[config.mk]
export PLATFORM = sky130hd
export DESIGN_NAME = fetch_top
export DESIGN_NICKNAME = d
export VERILOG_FILES = /design/src/logic/fetch_pkg.sv /design/src/logic/pc_gen.sv /design/src/logic/refill_buffer.sv /design/src/logic/icache.sv /design/src/logic/fetch_top.sv
export VERILOG_INCLUDE_DIRS = /design/src /design/src/logic
export SDC_FILE = /design/constraint.sdc
export NUM_CORES = 2
export LEC_CHECK = 0
export BUFFER_PORTS_ARGS = -buffer_cell sky130_fd_sc_hd__clkbuf_2
export CAP_MARGIN = 20
export CORE_ASPECT_RATIO = 0.8
export CORE_UTILIZATION = 45
export CTS_BUF_LIST = sky130_fd_sc_hd__clkbuf_2
export CTS_CLUSTER_DIAMETER = 200
export DETAILED_ROUTE_END_ITERATION = 10
export PLACE_DENSITY = 0.65
export RECOVER_POWER = 25
export SLEW_MARGIN = 20
export SYNTH_ARGS = -nofsm -noshare
export SYNTH_HDL_FRONTEND = slang
export SYNTH_SLANG_ARGS = --single-unit
[constraint.sdc]
create_clock -name clock -period 7.2 [get_ports clock]
set_input_delay 1.44 -clock clock [delete_from_list [all_inputs] [get_ports clock]]
set_output_delay 1.44 -clock clock [all_outputs]
set_load 0.02 [all_outputs]
[src/logic/fetch_config.svh]
`ifndef FETCH_CONFIG_SVH
`define FETCH_CONFIG_SVH

// Byte address width of the fetch path
`define FETCH_ADDR_W 32

// Cache line geometry
`define FETCH_LINE_BYTES 16
`define FETCH_INDEX_W 6

// Address bits above index and line offset
`define FETCH_TAG_W 22

// 64-bit AXI beats per line refill
`define FETCH_BEATS 2

`endif

[src/logic/fetch_pkg.sv]
`include "fetch_config.svh"

package fetch_pkg;

    // One full cache line, beat 0 in the low half
    typedef logic [`FETCH_LINE_BYTES*8-1:0] line_t;

    // Core side fetch request
    typedef struct packed {
        logic [`FETCH_ADDR_W-1:0] pc;
    } fetch_req_t;

    // Instruction handed to decode
    typedef struct packed {
        logic [`FETCH_ADDR_W-1:0] pc;
        logic [31:0]              inst;
    } fetch_rsp_t;

    // AXI read address channel, id and burst tied off outside
    typedef struct packed {
        logic [`FETCH_ADDR_W-1:0] addr;
        logic [7:0]               len;
        logic [2:0]               size;
    } axi_ar_t;

    // AXI read data channel
    typedef struct packed {
        logic [63:0] data;
        logic        last;
    } axi_r_t;

    // SRAM macro pins, cen and wen active low
    typedef struct packed {
        logic [`FETCH_INDEX_W-1:0]      addr;
        logic                           cen;
        logic                           wen;
        logic [`FETCH_LINE_BYTES*8-1:0] wmask;
        logic [`FETCH_LINE_BYTES*8-1:0] wdata;
    } sram_req_t;

endpackage

[src/logic/pc_gen.sv]
`timescale 1ns/10ps
`include "fetch_config.svh"

module pc_gen (
    input  logic                     clock,
    input  logic                     rst_n,
    input  logic                     redirect,
    input  logic [`FETCH_ADDR_W-1:0] redirect_pc,
    output fetch_pkg::fetch_req_t    req,
    output logic                     req_valid,
    input  logic                     req_ready
);

    localparam logic [`FETCH_ADDR_W-1:0] RESET_PC = 32'h8000_0000;
    localparam logic [`FETCH_ADDR_W-1:0] INST_BYTES = 4;

    logic [`FETCH_ADDR_W-1:0] pc_q;
    logic                     run_q;
    logic                     req_fire;

    //////////////////////////////////////////////////
    // Program counter
    //////////////////////////////////////////////////

    assign req_fire = req_valid && req_ready;

    always_ff @(posedge clock) begin
        if (!rst_n) begin
            pc_q  <= RESET_PC;
            run_q <= 1'b0;
        end else begin
            // Fetch starts the cycle after reset and never stops
            run_q <= 1'b1;
            if (redirect) begin
                pc_q <= redirect_pc;
            end else if (req_fire) begin
                pc_q <= pc_q + INST_BYTES;
            end
        end
    end

    //////////////////////////////////////////////////
    // Request port
    //////////////////////////////////////////////////

    // No request while the target is being loaded
    assign req_valid = run_q && !redirect;

    assign req = '{pc: pc_q};

endmodule

[src/logic/refill_buffer.sv]
`timescale 1ns/10ps
`include "fetch_config.svh"

module refill_buffer (
    input  logic              clock,
    input  logic              rst_n,
    input  fetch_pkg::axi_r_t r,
    input  logic              r_valid,
    output logic              r_ready,
    output fetch_pkg::line_t  fill_line,
    output logic              fill_valid
);

    localparam int BEAT_BITS = (`FETCH_LINE_BYTES * 8) / `FETCH_BEATS;
    localparam int BEAT_W    = $clog2(`FETCH_BEATS);

    logic [BEAT_W-1:0] beat_q;
    fetch_pkg::line_t  line_q;
    logic              fill_q;
    logic              beat_fire;

    // Refill always has room, one line in flight at a time
    assign r_ready   = 1'b1;
    assign beat_fire = r_valid && r_ready;

    //////////////////////////////////////////////////
    // Beat counter and fill strobe
    //////////////////////////////////////////////////

    always_ff @(posedge clock) begin
        if (!rst_n) begin
            beat_q <= '0;
            fill_q <= 1'b0;
        end else begin
            fill_q <= 1'b0;
            if (beat_fire) begin
                if (r.last) begin
                    beat_q <= '0;
                    fill_q <= 1'b1;
                end else begin
                    beat_q <= beat_q + 1'b1;
                end
            end
        end
    end

    // Line assembly, first beat lands in the low half
    always_ff @(posedge clock) begin
        if (beat_fire) begin
            line_q[beat_q*BEAT_BITS +: BEAT_BITS] <= r.data;
        end
    end

    assign fill_line  = line_q;
    assign fill_valid = fill_q;

endmodule

[src/logic/icache.sv]
`timescale 1ns/10ps
`include "fetch_config.svh"

module icache (
    input  logic                           clock,
    input  logic                           rst_n,
    input  fetch_pkg::fetch_req_t          req,
    input  logic                           req_valid,
    output logic                           req_ready,
    input  logic                           flush,
    output fetch_pkg::axi_ar_t             ar,
    output logic                           ar_valid,
    input  logic                           ar_ready,
    input  fetch_pkg::line_t               fill_line,
    input  logic                           fill_valid,
    output fetch_pkg::sram_req_t           sram,
    input  logic [`FETCH_LINE_BYTES*8-1:0] sram_rdata,
    output fetch_pkg::fetch_rsp_t          rsp,
    output logic                           rsp_valid
);

    localparam int OFFSET_W   = $clog2(`FETCH_LINE_BYTES);
    localparam int LINES      = 1 << `FETCH_INDEX_W;
    localparam int WORD_SEL_W = OFFSET_W - 2;

    // Miss handling states
    typedef enum logic [1:0] {
        S_IDLE,
        S_ADDR,
        S_WAIT
    } state_t;

    state_t                    state_q;
    logic [`FETCH_TAG_W-1:0]   tag_mem [LINES];
    logic [LINES-1:0]          line_valid_q;
    logic [`FETCH_ADDR_W-1:0]  pc_q;
    logic                      hit_q;

    logic [`FETCH_INDEX_W-1:0] req_index;
    logic [`FETCH_TAG_W-1:0]   req_tag;
    logic [`FETCH_INDEX_W-1:0] miss_index;
    logic [WORD_SEL_W-1:0]     word_sel;
    logic                      req_fire;
    logic                      fill_fire;
    logic                      lookup_hit;
    fetch_pkg::line_t          rsp_line;

    //////////////////////////////////////////////////
    // Address split and lookup
    //////////////////////////////////////////////////

    assign req_index  = req.pc[OFFSET_W +: `FETCH_INDEX_W];
    assign req_tag    = req.pc[`FETCH_ADDR_W-1 -: `FETCH_TAG_W];
    assign miss_index = pc_q[OFFSET_W +: `FETCH_INDEX_W];
    assign word_sel   = pc_q[OFFSET_W-1:2];

    // Core may only hand over a PC while no miss is open
    assign req_ready = (state_q == S_IDLE);
    assign req_fire  = req_valid && req_ready;
    assign fill_fire = (state_q == S_WAIT) && fill_valid;

    assign lookup_hit = line_valid_q[req_index] && (tag_mem[req_index] == req_tag);

    // PC of the request in flight
    always_ff @(posedge clock) begin
        if (req_fire) begin
            pc_q <= req.pc;
        end
    end

    //////////////////////////////////////////////////
    // Miss FSM
    //////////////////////////////////////////////////

    always_ff @(posedge clock) begin
        if (!rst_n) begin
            state_q <= S_IDLE;
            hit_q   <= 1'b0;
        end else begin
            // Hit data comes back from the SRAM next cycle
            hit_q <= req_fire && lookup_hit;
            case (state_q)
                S_IDLE: begin
                    if (req_fire && !lookup_hit) begin
                        state_q <= S_ADDR;
                    end
                end
                S_ADDR: begin
                    if (ar_ready) begin
                        state_q <= S_WAIT;
                    end
                end
                S_WAIT: begin
                    if (fill_valid) begin
                        state_q <= S_IDLE;
                    end
                end
                default: begin
                    state_q <= S_IDLE;
                end
            endcase
        end
    end

    // Line request, aligned down to the line
    assign ar_valid = (state_q == S_ADDR);
    assign ar = '{
        addr: {pc_q[`FETCH_ADDR_W-1:OFFSET_W], {OFFSET_W{1'b0}}},
        len:  8'(`FETCH_BEATS - 1),
        size: 3'd3
    };

    //////////////////////////////////////////////////
    // Tag and valid arrays
    //////////////////////////////////////////////////

    always_ff @(posedge clock) begin
        if (!rst_n) begin
            line_valid_q <= '0;
        end else begin
            if (flush) begin
                line_valid_q <= '0;
            end
            // A fill landing with a flush still counts
            if (fill_fire) begin
                line_valid_q[miss_index] <= 1'b1;
            end
        end
    end

    always_ff @(posedge clock) begin
        if (fill_fire) begin
            tag_mem[miss_index] <= pc_q[`FETCH_ADDR_W-1 -: `FETCH_TAG_W];
        end
    end

    //////////////////////////////////////////////////
    // SRAM port
    //////////////////////////////////////////////////

    // wmask is a per-bit write enable, high means write
    always_comb begin
        sram.addr  = req_index;
        sram.cen   = 1'b1;
        sram.wen   = 1'b1;
        sram.wmask = '0;
        sram.wdata = fill_line;
        if (fill_fire) begin
            sram.addr  = miss_index;
            sram.cen   = 1'b0;
            sram.wen   = 1'b0;
            sram.wmask = '1;
        end else if (req_fire) begin
            sram.cen = 1'b0;
        end
    end

    //////////////////////////////////////////////////
    // Instruction delivery
    //////////////////////////////////////////////////

    // On a fill the word bypasses the SRAM
    assign rsp_line  = fill_fire ? fill_line : sram_rdata;
    assign rsp_valid = hit_q || fill_fire;
    assign rsp = '{
        pc:   pc_q,
        inst: rsp_line[word_sel*32 +: 32]
    };

endmodule

[src/logic/fetch_top.sv]
`timescale 1ns/10ps
`include "fetch_config.svh"

module fetch_top (
    input  logic                           clock,
    input  logic                           rst_n,

    // Redirect and flush from the back end
    input  logic                           redirect,
    input  logic [`FETCH_ADDR_W-1:0]       redirect_pc,
    input  logic                           flush,

    // Instruction out to decode
    output fetch_pkg::fetch_rsp_t          rsp,
    output logic                           rsp_valid,

    // AXI master, read address
    output fetch_pkg::axi_ar_t             ar,
    output logic                           ar_valid,
    input  logic                           ar_ready,

    // AXI master, read data
    input  fetch_pkg::axi_r_t              r,
    input  logic                           r_valid,
    output logic                           r_ready,

    // Cache data SRAM macro
    output fetch_pkg::sram_req_t           sram,
    input  logic [`FETCH_LINE_BYTES*8-1:0] sram_rdata
);

    fetch_pkg::fetch_req_t req;
    logic                  req_valid;
    logic                  req_ready;
    fetch_pkg::line_t      fill_line;
    logic                  fill_valid;

    //////////////////////////////////////////////////
    // Fetch pipeline
    //////////////////////////////////////////////////

    pc_gen pc_gen_inst (
        .clock       (clock),
        .rst_n       (rst_n),
        .redirect    (redirect),
        .redirect_pc (redirect_pc),
        .req         (req),
        .req_valid   (req_valid),
        .req_ready   (req_ready)
    );

    icache icache_inst (
        .clock      (clock),
        .rst_n      (rst_n),
        .req        (req),
        .req_valid  (req_valid),
        .req_ready  (req_ready),
        .flush      (flush),
        .ar         (ar),
        .ar_valid   (ar_valid),
        .ar_ready   (ar_ready),
        .fill_line  (fill_line),
        .fill_valid (fill_valid),
        .sram       (sram),
        .sram_rdata (sram_rdata),
        .rsp        (rsp),
        .rsp_valid  (rsp_valid)
    );

    // R channel into line assembly
    refill_buffer refill_buffer_inst (
        .clock      (clock),
        .rst_n      (rst_n),
        .r          (r),
        .r_valid    (r_valid),
        .r_ready    (r_ready),
        .fill_line  (fill_line),
        .fill_valid (fill_valid)
    );

endmodule

==> impl_results.md <==
* Share of cells above drive strength 1 at about 37%
* Hold Crit Class: in2reg
* GPL Wtd Cong at 0.929
* Starting Density at between 40% and 50%
* CTS max path bufs at 4
* Post-DP HPWL at around 130 mm
* Largest net degree at the start of global routing at about 140
* Via count at around 40000
* FF+latch count, synth at about 1700
* GR Layer Usage met1 at 41.1%
* Tot Pwr at 18300 uW
* FMAX at roughly 150 MHz
* Most Used Layer, Global Route: met1
* Average via count per standard cell at about 5.9
* # H-tree levels at 5
* Slew Limit Fails at between 600 and 700
* Register area share after synthesis at 71.5%
* GRT Util Overall at a little over a quarter
* Setup violations, final at 0
* CTS tree: built
* Synth unique cells at 81
* Cells after synthesis at ~3700
* Number of flops mapped to enable cells by yosys at about 1600
* Ys Warns at 0
* WS Path Type: reg2out
* Per-cell routed wire length at 30.6 microns
* Critical path launch point type: flip-flop
* Clock power frac at about 34%
* RSZ-0062 raised after global routing: no
* Mapped Avg Cell Area at ~18 sq um
* Number of global-route vias before repair at roughly 39000
* Port Buffers at between 500 and 600
* Detail Route Antenna Nets at 0
* Crit path time final at ~6.5 ns
* Filler cells at roughly 12000
* Initial antenna violation count at 19
* Post-Route Utilization at 51.7%
* Root Buffer Master: clkbuf_2
* Sw frac at a little over a quarter
* Primary FF master, synth: edfxtp_1
* Async SR Flop Fraction at 0%
* Clk_lat worst skew at 1.76 ns
* Area Overhead vs Synth at 13.3%
* Crit path required time at 5.76 ns
* Drt initial violations at between 5000 and 6000
* CTS Buf Count at approximately 410
* Residual DRC count at 0
* Power Dens Cells at 235 mW/mm^2
* Critical Path Fanout Max at 49
* Max-cap viol count at 14
* VDD IR max at approximately 0.11 mV
* Failing checks: capacitance limit, slew limit
* Sequential cell area at 0.0493 sq mm
* Clock skew at ~0.13 ns
* Routing usage on met3 at under 10%
* Final clock period utilization by the worst path at 90.1%
* Die Ht at around 350 microns
* CTS clk-pin slew, worst paths at about 0.11 ns
* Status: complete, but fails checks
* Die ar. at around 0.15 sq mm
* Crit path DAT at 5.04 ns
* Synthesized area at between 0.06 and 0.07 sq mm
* GRT met2 Usage at slightly below 40%
* Hold Fails Final Rpt at 0
* Worst slew pin tran at ~3.3 ns
* Core box area at 0.151 sq mm
* Placement Rows at between 100 and 150
* WL final at roughly 210 mm
* Area of the multi-input gates at about 0.018 sq mm
* Crit. End Element: primary output
* Pint at around 14000 uW
* Final-stage net count at between 4000 and 5000
* First-pass GRT wire length at 294 mm
* TNS Setup at 0 ns
* Leak at 0.0264 uW
* Ports at around 610
* Switch Pwr at around 4800 uW
* Die width at around 440 microns
* Drt pass-1 iters at 5
* Part of the power in registers at between 50% and 60%
* Gr ovfl total at 0
* Num Clock Sinks at about 1700
* Slew HR at -118%
* Combinational share of power at 7.6%
[layout make-up]
class,count,share of cell area [%]
clock buffer,590,3.79
clock inverter,113,0.725
sequential,1676,63.2
tap,1999,3.21
inverter,10,0.0578
timing repair buffer,824,6.51
multi-input combinational,1687,22.5
antenna,19,0.0610
[worst max-delay path: stages (launching register included)]
cell,delay (ns)
edfxtp_1,0.34
clkbuf_1,0.85
clkbuf_1,1.70
clkbuf_2,0.41
[final timing paths]
kind / startpoint / to / slack (ns) / cells after the start
setup / recovery: icache_inst.pc_q[14]$_DFFE_PP_ / ar[25] / 0.72 / 3
hold / removal: redirect_pc[26] / pc_gen_inst.req[26]$_SDFFE_PN0N_ / 0.20 / 4
setup reg to reg: flip-flop / icache_inst.hit_q$_SDFF_PN0_ / 2.63 / 9
hold reg to reg: pc_gen_inst.req[0]$_SDFFE_PN0P_ / icache_inst.pc_q[0]$_DFFE_PP_ / 0.43 / 0
[state kept, by name, summed over array words and instances (netlist names), named ones only]
register and cells:
icache_inst.hit_q 1, icache_inst.line_valid_q 64, icache_inst.pc_q 32, icache_inst.state_q 2, icache_inst.tag_mem 1408, pc_gen_inst.req 32
pc_gen_inst.run_q 1, refill_buffer_inst.beat_q 1, refill_buffer_inst.fill_line 128, refill_buffer_inst.fill_valid 1
[synthesized netlist by cell type (all sizes together) (10+ instances only)]
cell | n | area [sq um]
a31oi | 13 | 81.3
a22oi | 91 | 683
a21oi | 29 | 145
mux2i | 180 | 1800
a32oi | 11 | 96.3
o21ai | 47 | 235
edfxtp | 1568 | 47100
mux4 | 359 | 8120
nor2 | 118 | 445
mux2 | 50 | 563
a221oi | 12 | 105
xor2 | 32 | 280
nand3 | 57 | 285
nor2b | 158 | 988
nand4 | 26 | 163
a22o | 10 | 87.6
clkbuf | 96 | 360
xnor2 | 24 | 210
o22ai | 13 | 81.3
nand2b | 17 | 106
nand2 | 121 | 454
nor3 | 16 | 80.1
and2 | 102 | 638
buf | 293 | 2070
and3 | 18 | 113
dfxtp | 108 | 2160
o21a | 65 | 488
[cells in the final DEF, fill, tap and decap left out, drive strengths merged, types with 32 or more instances in the layout]
master       netlist  layout
nand3             57      57
nand2            121     121
buf              293     123
mux4             359     359
xor2              32      32
dlygate4sd3        0      93
dfxtp            108     108
nor2             118     118
o21ai             47      47
and2             102     102
mux2i            180     180
o21a              65      65
a22oi             91      91
clkbuf            96    1198
edfxtp          1568    1568
nor2b            158     158
mux2              50      50
clkinv             2     103
[power groups by stage]
| stage | clock [uW] | sequential (uW) | combinational, uW |
|---|---|---|---|
| 2_1_floorplan | 0 | 11100 | 760 |
| 3_3_place_gp | 0 | 11000 | 1320 |
| 3_5_place_dp | 0 | 11000 | 1340 |
| 4_1_cts | 6250 | 10800 | 1390 |
| 5_1_grt | 6720 | 10800 | 1460 |
| 6_report | 6130 | 10800 | 1400 |
[per-stage QoR]
step / std cells / hold slack (ns) / setup slack [ns] / area, sq um
after detailed placement: 6094 / 0.418 / 2.48 / 73400
after floorplan: 3762 / 0.403 / 1.47 / 68900
after global routing: 6910 / 0.0111 / 0.328 / 78000
final: 6918 / 0.204 / 0.715 / 78000
after CTS: 6890 / 0.0136 / 0.649 / 77900
after global placement: 6091 / 0.411 / 2.60 / 73400
[repair_timing]
action	4_1_cts	5_1_grt
resized for setup	0	0
hold buffers	93	0
hold endpoints to repair	171	0
setup buffers	0	0
setup endpoints to repair	0	0
[per-layer routing]
layer | share of wire (%) | up-vias
li1 | - | 16752
met1 | 42 | 21045
met4 | 2.1 | 10
met2 | 44 | 2542
met3 | 11 | 296
met5 | 0.028 | -
[cell families (layout without fill, tap and decap cells)]
group	after synthesis	after routing	share of synthesized area, %
muxes	589	589	15.2
xor gates and xnor gates	56	56	0.713
AOI/OAI and AO/OA	362	362	3.81
DFF	1676	1676	71.5
buffers and inverters	399	1537	3.58
and+or+nand+nor	663	663	5.10
adders and majority gates	1	1	0.0182
other	2	35	0.0109
Power figures use the tool's default switching activity.
